### src/hdl/cache_be_config.svh
`ifndef CACHE_BE_CONFIG_SVH
`define CACHE_BE_CONFIG_SVH

// Front-end side, byte addressed.
`define CACHE_FE_ADDR_W 24
`define CACHE_FE_DATA_W 32

// Memory bus side.
`define CACHE_BE_ADDR_W 24
`define CACHE_BE_DATA_W 64

`define CACHE_WORD_OFFSET_W 3 // Words per line, log2.

`define CACHE_FE_NBYTES (`CACHE_FE_DATA_W / 8)
`define CACHE_FE_NBYTES_W $clog2(`CACHE_FE_NBYTES)
`define CACHE_BE_NBYTES (`CACHE_BE_DATA_W / 8)
`define CACHE_BE_NBYTES_W $clog2(`CACHE_BE_NBYTES)

// Front-end words packed in one beat.
`define CACHE_BE_WORDS (`CACHE_BE_DATA_W / `CACHE_FE_DATA_W)
`define CACHE_BE_WORDS_W $clog2(`CACHE_BE_WORDS)

// Beats per line, log2.
`define CACHE_LINE2BE_W (`CACHE_WORD_OFFSET_W - `CACHE_BE_WORDS_W)

`endif

### src/hdl/cache_fe_pkg.sv
`include "cache_be_config.svh"

package cache_fe_pkg;

   // One word as seen by the cache controller.
   typedef logic [`CACHE_FE_DATA_W-1:0] fe_word_t;

   typedef logic [`CACHE_FE_NBYTES-1:0] fe_strb_t; // One bit per byte.

   // Word address, byte offset dropped.
   typedef logic [`CACHE_FE_ADDR_W-`CACHE_FE_NBYTES_W-1:0] fe_waddr_t;

   // Line address, beat and byte offsets dropped.
   typedef logic [`CACHE_FE_ADDR_W-`CACHE_BE_NBYTES_W-`CACHE_LINE2BE_W-1:0]
      line_addr_t;

   typedef logic [`CACHE_LINE2BE_W-1:0] beat_idx_t; // Beat within a line.

endpackage

### src/hdl/cache_bus_pkg.sv
`include "cache_be_config.svh"

package cache_bus_pkg;

   import cache_fe_pkg::*;

   typedef logic [`CACHE_BE_DATA_W-1:0] be_data_t;
   typedef logic [`CACHE_BE_NBYTES-1:0] be_strb_t;

   // Field view of a bus address, most significant first.
   typedef struct packed {
      line_addr_t                        line;
      beat_idx_t                         beat;
      logic [`CACHE_BE_WORDS_W-1:0]      word_in_beat; // Word lane in the beat.
      logic [`CACHE_FE_NBYTES_W-1:0]     byte_off;
   } be_addr_fields_t;

   // Same address word, flat for the bus or split for the channels.
   typedef union packed {
      logic [`CACHE_BE_ADDR_W-1:0] flat;
      be_addr_fields_t             f;
   } be_addr_u;

endpackage

### src/hdl/be_bus_if.sv
`timescale 1ns/1ns

interface be_bus_if
   import cache_bus_pkg::*;
();

   logic     valid;
   be_addr_u addr;
   be_data_t wdata;
   be_strb_t wstrb;
   be_data_t rdata;
   logic     ready; // Last cycle of the transfer.

   modport requester (
      output valid,
      output addr,
      output wdata,
      output wstrb,
      input  rdata,
      input  ready
   );

   modport arbiter (
      input  valid,
      input  addr,
      input  wdata,
      input  wstrb,
      output rdata,
      output ready
   );

endinterface

### src/hdl/cache_write_channel.sv
`timescale 1ns/1ns

`include "cache_be_config.svh"

module cache_write_channel
   import cache_fe_pkg::*;
   import cache_bus_pkg::*;
(
   input  logic      clk_i,
   input  logic      arst_n,

   input  logic      valid,
   input  fe_waddr_t addr,
   input  fe_word_t  wdata,
   input  fe_strb_t  wstrb,
   output logic      ready,

   be_bus_if.requester bus
);

   logic     busy;
   be_addr_u addr_q;
   be_data_t wdata_q;
   fe_strb_t strb_q;
   be_strb_t wstrb_lanes;

   // Idle until a store is taken, busy until the bus accepts it.
   always_ff @(posedge clk_i or negedge arst_n) begin
      if (!arst_n) begin
         busy <= 1'b0;
      end else if (!busy) begin
         busy <= valid;
      end else if (bus.ready) begin
         busy <= 1'b0;
      end
   end

   // Capture the store on acceptance.
   always_ff @(posedge clk_i) begin
      if (valid && !busy) begin
         addr_q.f.line         <= addr[$bits(fe_waddr_t)-1 -: $bits(line_addr_t)];
         addr_q.f.beat         <= addr[`CACHE_BE_WORDS_W +: `CACHE_LINE2BE_W];
         addr_q.f.word_in_beat <= addr[`CACHE_BE_WORDS_W-1:0];
         addr_q.f.byte_off     <= '0;
         wdata_q               <= {`CACHE_BE_WORDS{wdata}}; // Same word in every lane.
         strb_q                <= wstrb;
      end
   end

   // Only the addressed lane gets the strobes.
   always_comb begin
      wstrb_lanes = '0;
      for (int w = 0; w < `CACHE_BE_WORDS; w++) begin
         if (int'(addr_q.f.word_in_beat) == w)
            wstrb_lanes[w*`CACHE_FE_NBYTES +: `CACHE_FE_NBYTES] = strb_q;
      end
   end

   assign ready     = !busy;
   assign bus.valid = busy;
   assign bus.addr  = addr_q;
   assign bus.wdata = wdata_q;
   assign bus.wstrb = wstrb_lanes;

   // The front end must not change a store it is still offering.
   assert property (@(posedge clk_i) disable iff (!arst_n)
      (valid && !ready) |-> ($stable(addr) && $stable(wdata) && $stable(wstrb)))
      else $error("write request changed while not ready");

endmodule

### src/hdl/cache_read_channel.sv
`timescale 1ns/1ns

module cache_read_channel
   import cache_fe_pkg::*;
   import cache_bus_pkg::*;
(
   input  logic       clk_i,
   input  logic       arst_n,

   input  logic       replace_valid,
   input  line_addr_t replace_addr,
   output logic       replace,
   output logic       read_valid,
   output beat_idx_t  read_addr,
   output be_data_t   read_rdata,

   be_bus_if.requester bus
);

   line_addr_t line_q;
   beat_idx_t  beat_q;
   be_addr_u   req_addr;
   logic       beat_done;

   assign beat_done = replace && bus.ready;

   // Refill control. The beat counter wraps after the last beat.
   always_ff @(posedge clk_i or negedge arst_n) begin
      if (!arst_n) begin
         replace    <= 1'b0;
         read_valid <= 1'b0;
         beat_q     <= '0;
      end else begin
         read_valid <= beat_done; // One pulse per returned beat.
         if (!replace && replace_valid) begin
            replace <= 1'b1;
            beat_q  <= '0;
         end else if (beat_done) begin
            beat_q <= beat_q + 1'b1;
            if (beat_q == '1)
               replace <= 1'b0; // Last beat ends the refill.
         end
      end
   end

   always_ff @(posedge clk_i) begin
      if (!replace && replace_valid)
         line_q <= replace_addr;
   end

   // Returned beat and its index for the line store.
   always_ff @(posedge clk_i) begin
      if (beat_done) begin
         read_addr  <= beat_q;
         read_rdata <= bus.rdata;
      end
   end

   always_comb begin
      req_addr                = '0;
      req_addr.f.line         = line_q;
      req_addr.f.beat         = beat_q;
   end

   assign bus.valid = replace;
   assign bus.addr  = req_addr;
   assign bus.wdata = '0; // Reads only.
   assign bus.wstrb = '0;

   // Refill stays up for every beat but the last one handed over.
   assert property (@(posedge clk_i) disable iff (!arst_n)
      read_valid |-> (replace == (read_addr != '1)))
      else $error("replace out of step with the beat handed over");

   // Beat request holds until the bus takes it.
   assert property (@(posedge clk_i) disable iff (!arst_n)
      (bus.valid && !bus.ready) |=> (bus.valid && $stable(bus.addr)))
      else $error("beat request dropped or changed before ready");

endmodule

### src/hdl/cache_back_end.sv
`timescale 1ns/1ns

`include "cache_be_config.svh"

module cache_back_end
   import cache_fe_pkg::*;
   import cache_bus_pkg::*;
(
   input  logic                        clk_i,
   input  logic                        arst_n,

   // Write-through stores.
   input  logic                        write_valid,
   input  fe_waddr_t                   write_addr,
   input  fe_word_t                    write_wdata,
   input  fe_strb_t                    write_wstrb,
   output logic                        write_ready,

   // Line refill.
   input  logic                        replace_valid,
   input  line_addr_t                  replace_addr,
   output logic                        replace,
   output logic                        read_valid,
   output beat_idx_t                   read_addr,
   output be_data_t                    read_rdata,

   // Memory bus.
   output logic                        be_valid,
   output logic [`CACHE_BE_ADDR_W-1:0] be_addr,
   output be_data_t                    be_wdata,
   output be_strb_t                    be_wstrb,
   input  be_data_t                    be_rdata,
   input  logic                        be_ready
);

   logic rd_grant;

   be_bus_if rd_bus ();
   be_bus_if wr_bus ();

   cache_write_channel wr_chan (
      .clk_i (clk_i),
      .arst_n(arst_n),
      .valid (write_valid),
      .addr  (write_addr),
      .wdata (write_wdata),
      .wstrb (write_wstrb),
      .ready (write_ready),
      .bus   (wr_bus.requester)
   );

   cache_read_channel rd_chan (
      .clk_i        (clk_i),
      .arst_n       (arst_n),
      .replace_valid(replace_valid),
      .replace_addr (replace_addr),
      .replace      (replace),
      .read_valid   (read_valid),
      .read_addr    (read_addr),
      .read_rdata   (read_rdata),
      .bus          (rd_bus.requester)
   );

   assign rd_grant = rd_bus.valid; // Refill always wins.

   assign be_valid = rd_bus.valid || wr_bus.valid;
   assign be_addr  = rd_grant ? rd_bus.addr.flat : wr_bus.addr.flat;
   assign be_wdata = rd_grant ? rd_bus.wdata : wr_bus.wdata;
   assign be_wstrb = rd_grant ? rd_bus.wstrb : wr_bus.wstrb;

   assign rd_bus.ready = be_ready && rd_grant;
   assign rd_bus.rdata = rd_grant ? be_rdata : '0;
   assign wr_bus.ready = be_ready && !rd_grant;
   assign wr_bus.rdata = rd_grant ? '0 : be_rdata;

   // A store held off by a refill is still pending afterwards.
   assert property (@(posedge clk_i) disable iff (!arst_n)
      (wr_bus.valid && rd_grant) |=> wr_bus.valid)
      else $error("pending write lost while refill held the bus");

endmodule

### config.mk
export PLATFORM = sky130hd
export DESIGN_NAME = cache_back_end
export DESIGN_NICKNAME = d
export VERILOG_FILES = /design/src/hdl/cache_fe_pkg.sv /design/src/hdl/cache_bus_pkg.sv /design/src/hdl/be_bus_if.sv /design/src/hdl/cache_write_channel.sv /design/src/hdl/cache_read_channel.sv /design/src/hdl/cache_back_end.sv
export VERILOG_INCLUDE_DIRS = /design/src /design/src/hdl
export SDC_FILE = /design/constraint.sdc
export NUM_CORES = 1
export LEC_CHECK = 0
export BUFFER_PORTS_ARGS = -buffer_cell sky130_fd_sc_hd__buf_2
export CAP_MARGIN = 20
export CORE_AREA = 2 2 121 123
export CTS_CLUSTER_DIAMETER = 30
export DETAILED_ROUTE_END_ITERATION = 8
export DIE_AREA = 0 0 123 125
export GPL_TIMING_DRIVEN = 1
export PLACE_DENSITY = 0.75
export SLEW_MARGIN = 20
export SYNTH_ARGS = -nofsm -noshare
export SYNTH_HDL_FRONTEND = slang
export SYNTH_SLANG_ARGS = --single-unit
### constraint.sdc
create_clock -name clk_i -period 4.3 [get_ports clk_i]
set_clock_uncertainty 0.15 [all_clocks]
set_input_delay 0.645 -clock clk_i [delete_from_list [all_inputs] [get_ports clk_i]]
set_output_delay 0.645 -clock clk_i [all_outputs]
set_load 0.005 [all_outputs]
==> out/qor.csv, run 1 <==
stage,metric,value,unit
status,status,finished clean,
sta,max-slew violations,0,
pwr,power share of the combinational group,23.9,%
global_route,GRT met3 Usage,6.02,%
pwr,NetSw,1.18,mW
clock_network,Max Root-Sink Buffers,2,
setup_path,R2R depth,2,
cells_and_area,share of post-route cells with drive strength above 1,56.9,%
sta,Slew headroom,40.7,%
floorplan,Die X,123,um
sta,post-route minimum period,2.84,ns
sta,Worst Tran Pin Value,0.885,ns
clock_network,root buf cell,clkbuf_16,
cells_and_area,diode count,0,
placed_design,post-DP HPWL,9490,um
worst_hold_path,min-delay worst type,input port to flop,
global_route,largest net degree at the start of global routing,56,
route,DRC violations left,0,
setup_path,FF-to-FF setup slack,2.03,ns
logic_synthesis,post-synth cell types,22,
logic_synthesis,post-synthesis cell count,341,
logic_synthesis,Post-Syn Area per Cell,17.2,sq um
setup_path,Required @ worst endpoint,3.50,ns
floorplan,core area,0.0142,sq mm
floorplan,DIE HEIGHT,125,um
route,drt first-iter violations,159,
route,TritonRoute pass-1 iters,4,
global_route,vias in the first global route,3716,
sta,Final setup violation count,0,
pwr,sequential share of power,46.4,%
cells_and_area,Nets,774,
global_route,met2 usage,27.7,%
sta,RSZ-0062 raised after global routing,false,
clock_network,# Post-CTS Setup Buffers,0,
global_route,first-pass GRT wire length,18600,um
logic_synthesis,Ys Warns,0,
clock_network,CTS resizes,0,
clock_network,Max H-tree Level,4,
global_route,M1 GR Usage,18.6,%
global_route,Total GRT Usage,16.3,%
setup_path,Crit. End Element,primary output,
route,antenna-violating nets left,0,
global_route,initial antenna violation count,0,
clock_network,CTS tree,built,
pwr,Pleak,3.50,nW
floorplan,IO Count,312,
logic_synthesis,Yosys reg bits,148,
placed_design,DP Area,0.00733,sq mm
cells_and_area,design area,0.00787,sq mm
clock_network,"CTS clk-pin slew, worst paths",0.06,ns
clock_network,CTS Hold Bufs,1,
placed_design,IO Port Bufs,309,
pwr,pwr/cell area,564,mW/mm^2
clock_network,clk_lat worst skew,0.41,ns
setup_path,WP data arrival,2.05,ns
route,Routed WL,12600,um
placed_design,routability cong.,0.787,
worst_hold_path,hold path cells,1,
cells_and_area,Area Overhead vs Synth,34.2,%
route,DR WL/cell,15.3,um
clock_network,CTS Sinks,148,
pwr,Max VDD drop,0.301,mV
setup_path,worst-path fanout max,38,
route,Vias/cell,4.41,
pwr,clock share of power,29.7,%
global_route,GRT busiest layer,met2,
floorplan,FP Rows,44,
clock_network,TritonCTS buffer count,17,
sta,Total Neg Setup Slack,0,ns
pwr,Pint,3.26,mW
route,detailed-route via count,3631,
global_route,grt ovf,0,
sta,Final Hold Fails,0,
floorplan,DIE AREA,0.0154,sq mm
logic_synthesis,mapped cell area,0.00587,sq mm
floorplan,effective utilization at floorplan,41.3,%
setup_path,WS Path Type,flop to primary output,
flow_run,max capacitance violation total,0,
pwr,switching part of the total,26.6,%
logic_synthesis,register area share after synthesis,75.3,%
setup_path,type of origin of the critical path,flop,
sta,maximum operating frequency,352,MHz
sta,final period utilization,66.1,%
[path summary, 6_finish.rpt]
kind / endpoint / from
setup / recovery: be_addr[16] / rd_chan.bus.valid
hold / removal: rd_chan.line_q[2] / replace_addr[2]
setup reg to reg: rd_chan.read_rdata[56] / rd_chan.bus.valid
hold reg to reg: rd_chan.read_addr[1] / rd_chan.beat_q[1]
max in group asynchronous: rd_chan.bus.valid / arst_n
min in group asynchronous: rd_chan.bus.valid / arst_n
[kinds of logic after synthesis]
| kind of cell | after synthesis | share of synthesized area (%) |
|---|---|---|
| AOI/OAI and AO/OA | 4 | 0.405 |
| buffers and inverters | 50 | 6.25 |
| other | 1 | 0.0639 |
| adders and majority gates | 1 | 0.213 |
| DFF | 148 | 75.3 |
| and+or+nand+nor | 114 | 12.0 |
| xor gates and xnor gates | 1 | 0.149 |
| muxes | 22 | 5.55 |
[worst max-delay path, stage by stage, from the launching register on]
cell	delay, ns
dfrtp_4	0.63
buf_4	0.51
mux2_4	0.35
buf_2	0.13
[Yosys cell counts (all sizes together)]
cell | count | share of area [%]
dfrtp | 5 | 2.1
a21oi | 1 | 0.085
nor2 | 3 | 0.19
nor2b | 35 | 3.8
a31oi | 1 | 0.11
mux2i | 1 | 0.17
o22ai | 2 | 0.21
conb | 1 | 0.064
inv | 2 | 0.13
clkbuf | 3 | 0.19
nand2b | 2 | 0.21
mux2 | 21 | 5.4
xnor2 | 1 | 0.15
buf | 45 | 5.9
and2 | 73 | 7.8
nand2 | 1 | 0.064
edfxtp | 143 | 73
ha | 1 | 0.21
[through the flow]
step	utilization (%)	power, mW	hold WS, ns	std cells	worst slack (ns)
6_report	55.4	4.44	0.258	824	1.46
3_3_place_gp	51.6	3.13	0.325	791	1.92
5_1_grt	55.4	4.68	0.231	824	1.33
2_1_floorplan	-	2.76	0.199	342	0.466
3_5_place_dp	51.6	3.17	0.329	791	1.88
4_1_cts	55.4	4.50	0.237	824	1.43
[state kept, by name, summed over array words and instances (netlist names)]
signal,flops
rd_chan.bus.valid,1
rd_chan.beat_q,2
wr_chan.bus.addr,22
rd_chan.read_addr,2
rd_chan.line_q,19
wr_chan.bus.valid,1
rd_chan.read_rdata,64
rd_chan.read_valid,1
wr_chan.bus.wdata,32
wr_chan.strb_q,4
[routing by layer]
layer	vias up	wire length, um
met2	167	6400
met3	16	1130
met1	1710	4910
li1	1738	-
met5	-	0
met4	0	195
[cell usage in the layout, fill, tap and decap left out, drive strengths merged, types with 2 or more instances in the layout]
| cell | n |
|---|---|
| mux2 | 21 |
| and2 | 73 |
| conb | 2 |
| nor2b | 35 |
| nand2b | 2 |
| clkinv | 8 |
| edfxtp | 143 |
| buf | 313 |
| inv | 2 |
| clkinvlp | 2 |
| nor2 | 3 |
| clkbuf | 21 |
| dfrtp | 5 |
| o22ai | 2 |
[final cells by class]
| cell class | count | area [sq um] |
|---|---|---|
| clock inverter | 11 | 87.6 |
| timing repair buffer | 314 | 1590 |
| tap | 184 | 230 |
| inverter | 2 | 7.51 |
| fill | 1185 | 6330 |
| clock buffer | 21 | 440 |
| sequential | 148 | 4420 |
| multi-input combinational | 144 | 1090 |
[power groups by stage]
stage / clock [mW] / combinational, mW / sequential (mW)
final: 1.32 / 1.06 / 2.06
after global routing: 1.42 / 1.17 / 2.09
after CTS: 1.35 / 1.08 / 2.07
after detailed placement: 0 / 1.08 / 2.09
after global placement: 0 / 1.05 / 2.09
after floorplan: 0 / 0.679 / 2.08
No activity file was read; power rests on OpenSTA's default activity.
==> run 2: changes to the inputs <==
==> constraint.sdc (replaced) <==
create_clock -name clk_i -period 2.65 [get_ports clk_i]
set_clock_uncertainty 0.15 [all_clocks]
set_input_delay 0.3975 -clock clk_i [delete_from_list [all_inputs] [get_ports clk_i]]
set_output_delay 0.3975 -clock clk_i [all_outputs]
set_load 0.005 [all_outputs]
==> run 2 against run 1 <==
Critical path depth grew 1; worst hold slack got worse by 0.24 ns; largest power group unchanged; final cell count rose by 7.3%; core utilization rose by 4.3 points; setup slack worse by 1.3 ns; flip-flop and latch count unchanged; non-clock buffer count is 60 higher; clock power increased by 61%; wire length is 11% higher; final area is 7.7% higher.
==> out/qor.csv, run 2 (synthesis gave the netlist of run 1 again) <==
stage,metric,value,unit
floorplan,DIE AREA,0.0154,sq mm
floorplan,FP Rows,44,
setup_path,type of origin of the critical path,flop,
clock_network,root buf cell,clkbuf_16,
route,DRC violations left,0,
worst_hold_path,hold path cells,1,
route,Routed WL,14000,um
clock_network,Max H-tree Level,4,
worst_hold_path,Hold EP,rd_chan.line_q[9],
cells_and_area,Area Overhead vs Synth,44.6,%
sta,Final Hold Fails,0,
setup_path,R2R depth,2,
sta,RSZ-0062 raised after global routing,false,
placed_design,routability cong.,0.846,
floorplan,core area,0.0142,sq mm
sta,Total Neg Setup Slack,0,ns
cells_and_area,Largest register FFs,64,
sta,max-slew violations,0,
clock_network,# Post-CTS Setup Buffers,0,
route,drt first-iter violations,121,
cells_and_area,diode count,0,
cells_and_area,"commonest non-fill, non-tap cell in the layout",buf_2,
clock_network,CTS tree,built,
clock_network,TritonCTS buffer count,17,
global_route,M1 GR Usage,19.2,%
route,antenna-violating nets left,0,
global_route,met2 usage,31.1,%
global_route,GRT met3 Usage,5.66,%
pwr,PnR Total Power,7.36,mW
floorplan,DIE HEIGHT,125,um
clock_network,CTS resizes,0,
global_route,initial antenna violation count,0,
route,DR WL/cell,15.9,um
sta,Slew headroom,66.5,%
cells_and_area,Layout Utilization,59.7,%
setup_path,Crit. End Element,primary output,
flow_run,max capacitance violation total,0,
sta,maximum operating frequency,405,MHz
clock_network,CTS Hold Bufs,38,
placed_design,post-DP HPWL,9400,um
setup_path,WP data arrival,1.92,ns
sta,Worst Tran Pin Value,0.503,ns
pwr,Max VDD drop,0.506,mV
floorplan,IO Count,312,
global_route,Total GRT Usage,17.5,%
sta,Final setup violation count,0,
floorplan,effective utilization at floorplan,41.3,%
clock_network,Max Root-Sink Buffers,2,
setup_path,r2r startpoint,rd_chan.bus.valid,
global_route,GRT busiest layer,met2,
setup_path,RR Endpoint,rd_chan.read_rdata[50],
cells_and_area,Nets,834,
global_route,largest net degree at the start of global routing,59,
setup_path,FF-to-FF setup slack,0.61,ns
setup_path,Required @ worst endpoint,2.10,ns
worst_hold_path,hold path start,replace_addr[9],
clock_network,clk_lat worst skew,0.40,ns
setup_path,CP Launch Point,rd_chan.bus.valid,
cells_and_area,design area,0.00848,sq mm
setup_path,WS Path Type,flop to primary output,
pwr,Pleak,3.77,nW
cells_and_area,share of post-route cells with drive strength above 1,54.0,%
route,TritonRoute pass-1 iters,4,
clock_network,CTS Sinks,148,
cells_and_area,most frequent cells in the layout,"309 x buf_2, 143 x edfxtp_1, 72 x and2_1",
floorplan,Die X,123,um
sta,post-route minimum period,2.47,ns
placed_design,DP Area,0.00742,sq mm
status,status,finished clean,
setup_path,worst-path fanout max,30,
route,detailed-route via count,3921,
global_route,grt ovf,0,
global_route,vias in the first global route,4043,
worst_hold_path,min-delay worst type,input port to flop,
sta,final period utilization,93.1,%
placed_design,IO Port Bufs,309,
pwr,pwr/cell area,868,mW/mm^2
route,Vias/cell,4.44,
cells_and_area,Largest Register,rd_chan.read_rdata,
clock_network,"CTS clk-pin slew, worst paths",0.06,ns
global_route,first-pass GRT wire length,20100,um
-- run 2: cell types whose count changed in the layout (fill, tap and decap cells not counted) --
cell / change
clkinvlp_4: +1
clkinv_4: -1
dlygate4sd3_1: +51
bufinv_16: -1
clkinv_1: -4
clkbuf_8: +3
buf_12: +2
buf_4: +7
clkinv_2: +3
clkbuf_1: -1
-- run 2: final cells by class --
class	instances	area, sq um
tap	184	230
clock buffer	23	478
fill	1120	5720
clock inverter	9	56.3
timing repair buffer	374	2190
sequential	148	4420
inverter	2	7.51
multi-input combinational	144	1090
-- run 2: routing by layer --
layer  up-vias  share of wire [%]
li1       1856                  -
met1      1858                 38
met2       187                 52
met3        20                8.1
met4         0                1.8
met5         -                  0
-- run 2: critical path, cell delays in order, from the launching register on --
cell	delay, ns
dfrtp_4	0.68
buf_4	0.30
nor2_1	0.23
and2_1	0.19
buf_2	0.12
-- run 2: worst max-delay path by stage --
stage / endpoint / cells past startpoint
floorplan: wr_chan.bus.addr[10] / 1
global placement: rd_chan.read_rdata[55] / 2
detailed placement: rd_chan.read_rdata[44] / 2
CTS: be_wstrb[1] / 4
global route: be_wstrb[0] / 4
finish: be_wstrb[0] / 4
-- run 2: power by group --
group          internal [mW]  switching [mW]
clock                   1.26           0.871
combinational          0.968           0.881
sequential              3.16           0.219
-- run 2: stage by stage --
step	hold WS (ns)	worst slack, ns	std cells
after global placement	0.0905	0.601	800
after CTS	0.000209	0.165	870
after detailed placement	0.0904	0.581	800
after global routing	-0.00823	0.0413	884
after floorplan	-0.0481	0.148	342
final	0.0142	0.184	884
==> run 3: changes to the inputs <==
--- a/config.mk
+++ b/config.mk
@@ -8,13 +8,14 @@
 export LEC_CHECK = 0
 export BUFFER_PORTS_ARGS = -buffer_cell sky130_fd_sc_hd__buf_2
 export CAP_MARGIN = 20
-export CORE_AREA = 2 2 121 123
+export CORE_ASPECT_RATIO = 1.1
+export CORE_UTILIZATION = 41
 export CTS_CLUSTER_DIAMETER = 30
 export DETAILED_ROUTE_END_ITERATION = 8
-export DIE_AREA = 0 0 123 125
 export GPL_TIMING_DRIVEN = 1
-export PLACE_DENSITY = 0.75
+export PLACE_DENSITY = 0.77
 export SLEW_MARGIN = 20
 export SYNTH_ARGS = -nofsm -noshare
 export SYNTH_HDL_FRONTEND = slang
 export SYNTH_SLANG_ARGS = --single-unit
+export TNS_END_PERCENT = 100
==> constraint.sdc (replaced) <==
create_clock -name clk_i -period 2.15 [get_ports clk_i]
set_clock_uncertainty 0.15 [all_clocks]
set_input_delay 0.3225 -clock clk_i [delete_from_list [all_inputs] [get_ports clk_i]]
set_output_delay 0.3225 -clock clk_i [all_outputs]
set_load 0.005 [all_outputs]
==> run 3 against run 2 <==
Via count up 2.3%; largest power group unchanged; sequential power increased by 21%; clock-buffer cell count decreased by 5; final area increased by 4.8%.
==> out/qor.csv, run 3 (synthesis gave the netlist of run 1 again) <==
stage,metric,value,unit
global_route,largest net degree at the start of global routing,69,
pwr,switching part of the total,26.0,%
floorplan,FP Rows,45,
sta,RSZ-0062 raised after global routing,true,
clock_network,Max Root-Sink Buffers,2,
route,Routed WL,14300,um
cells_and_area,Largest Register,rd_chan.read_rdata,
sta,max-slew violations,0,
pwr,Pleak,3.94,nW
floorplan,DIE HEIGHT,127,um
flow_run,max capacitance violation total,0,
setup_path,Crit. End Element,primary output,
cells_and_area,"commonest non-fill, non-tap cell in the layout",buf_2,
cells_and_area,Layout Utilization,63.9,%
setup_path,type of origin of the critical path,flop,
clock_network,clk_lat worst skew,0.41,ns
global_route,vias in the first global route,4174,
clock_network,"CTS clk-pin slew, worst paths",0.06,ns
setup_path,Required @ worst endpoint,1.68,ns
placed_design,Cells after DPL,799,
setup_path,worst-path fanout max,12,
worst_hold_path,min-delay worst type,input port to flop,
floorplan,IO Count,312,
sta,final period utilization,99.7,%
route,TritonRoute pass-1 iters,4,
placed_design,routability cong.,0.769,
clock_network,CTS tree,built,
placed_design,post-DP HPWL,9030,um
setup_path,WS Path Type,flop to primary output,
clock_network,Max H-tree Level,4,
sta,Final Hold Fails,0,
cells_and_area,share of post-route cells with drive strength above 1,52.5,%
global_route,first-pass GRT wire length,20700,um
status,status,finished clean,
pwr,sequential share of power,41.9,%
pwr,clock share of power,32.6,%
cells_and_area,Area Overhead vs Synth,51.5,%
pwr,Max VDD drop,0.698,mV
clock_network,CTS Sinks,148,
route,antenna-violating nets left,0,
setup_path,WP data arrival,1.67,ns
floorplan,core area,0.0139,sq mm
route,DR WL/cell,15.6,um
floorplan,DIE AREA,0.0148,sq mm
route,Vias/cell,4.39,
cells_and_area,Post-Layout Cell Count,914,
floorplan,effective utilization at floorplan,42.2,%
route,drt first-iter violations,196,
clock_network,root buf cell,clkbuf_16,
cells_and_area,diode count,0,
pwr,Pint,7.23,mW
pwr,pwr/cell area,1100,mW/mm^2
global_route,grt ovf,0,
cells_and_area,most frequent cells in the layout,"309 x buf_2, 143 x edfxtp_1, 79 x dlygate4sd3_1",
route,DRC violations left,0,
sta,maximum operating frequency,467,MHz
sta,Total Neg Setup Slack,0,ns
floorplan,Die X,116,um
pwr,NetSw,2.54,mW
global_route,Total GRT Usage,19.2,%
cells_and_area,Largest register FFs,64,
global_route,initial antenna violation count,0,
sta,Final setup violation count,0,
placed_design,IO Port Bufs,309,
clock_network,TritonCTS buffer count,17,
pwr,power share of the combinational group,25.5,%
route,detailed-route via count,4010,
cells_and_area,Nets,860,
sta,post-route minimum period,2.14,ns
-- run 3: cell count changes in the layout (fill, tap and decap cells not counted), sizes merged --
cell / previous run / this run
dlygate4sd3: 52 / 79
bufinv: 0 / 5
clkbuf: 23 / 18
inv: 2 / 3
buf: 322 / 321
clkinvlp: 3 / 2
-- run 3: path summary, 6_finish.rpt --
check | to | slack, ns | startpoint | cells after the start
max in group asynchronous | rd_chan.bus.valid | 1.56 | arst_n | 2
min in group asynchronous | rd_chan.read_valid | 0.11 | arst_n | 2
min | rd_chan.read_rdata[31] | 0.04 | be_rdata[31] | 2
min reg2reg | rd_chan.read_addr[1] | 0.45 | rd_chan.beat_q[1] | 0
max | be_wdata[15] | 0.007 | rd_chan.bus.valid | 4
max reg2reg | rd_chan.read_rdata[48] | 0.39 | rd_chan.bus.valid | 3
-- run 3: timing repair --
action / 4_1_cts / 5_1_grt
cloned: 0 / 0
resized for setup: 0 / 5
setup endpoints to repair: 89 / 21
endpoints found under the hold margin: 84 / 0
hold buffers: 79 / 0
buffers inserted: 4 / 0
-- run 3: power groups by stage --
| stage | logic, mW | clock network, mW | registers [mW] |
|---|---|---|---|
| floorplan | 1.36 | 0 | 4.14 |
| global placement | 2.15 | 0 | 4.21 |
| detailed placement | 2.19 | 0 | 4.23 |
| CTS | 2.48 | 3.21 | 4.09 |
| global route | 2.74 | 3.34 | 4.15 |
| finish | 2.49 | 3.18 | 4.09 |
-- run 3: layer usage --
metal,vias up,global-route usage [%],wire [um]
met2,190,36.1,7930
met4,0,8.14,256
met3,20,4.93,918
met5,-,0,0
li1,1909,-,-
met1,1891,19.9,5150
-- run 3: final cells by class --
cell class / count / area (sq um)
fill: 1014 / 5020
timing repair buffer: 400 / 2470
clock inverter: 14 / 209
tap: 188 / 235
sequential: 148 / 4420
multi-input combinational: 144 / 1110
clock buffer: 18 / 429
inverter: 2 / 7.51
-- run 3: metrics by stage --
| stage | power, mW | hold WS, ns | area, sq um | setup WS [ns] |
|---|---|---|---|---|
| after floorplan | 5.50 | -0.123 | 5880 | 0.0665 |
| after detailed placement | 6.41 | 0.0136 | 7390 | 0.282 |
| after global placement | 6.35 | 0.00750 | 7390 | 0.282 |
| final | 9.77 | 0.0426 | 8890 | 0.00704 |
| after CTS | 9.79 | 0.0181 | 8870 | 0.0282 |
| after global routing | 10.2 | 0.0236 | 8890 | -0.0585 |
-- run 3: worst max-delay path: stages (launching register included) --
cell	delay [ns]
dfrtp_4	0.55
buf_12	0.17
buf_4	0.17
nor2b_1	0.19
buf_2	0.16
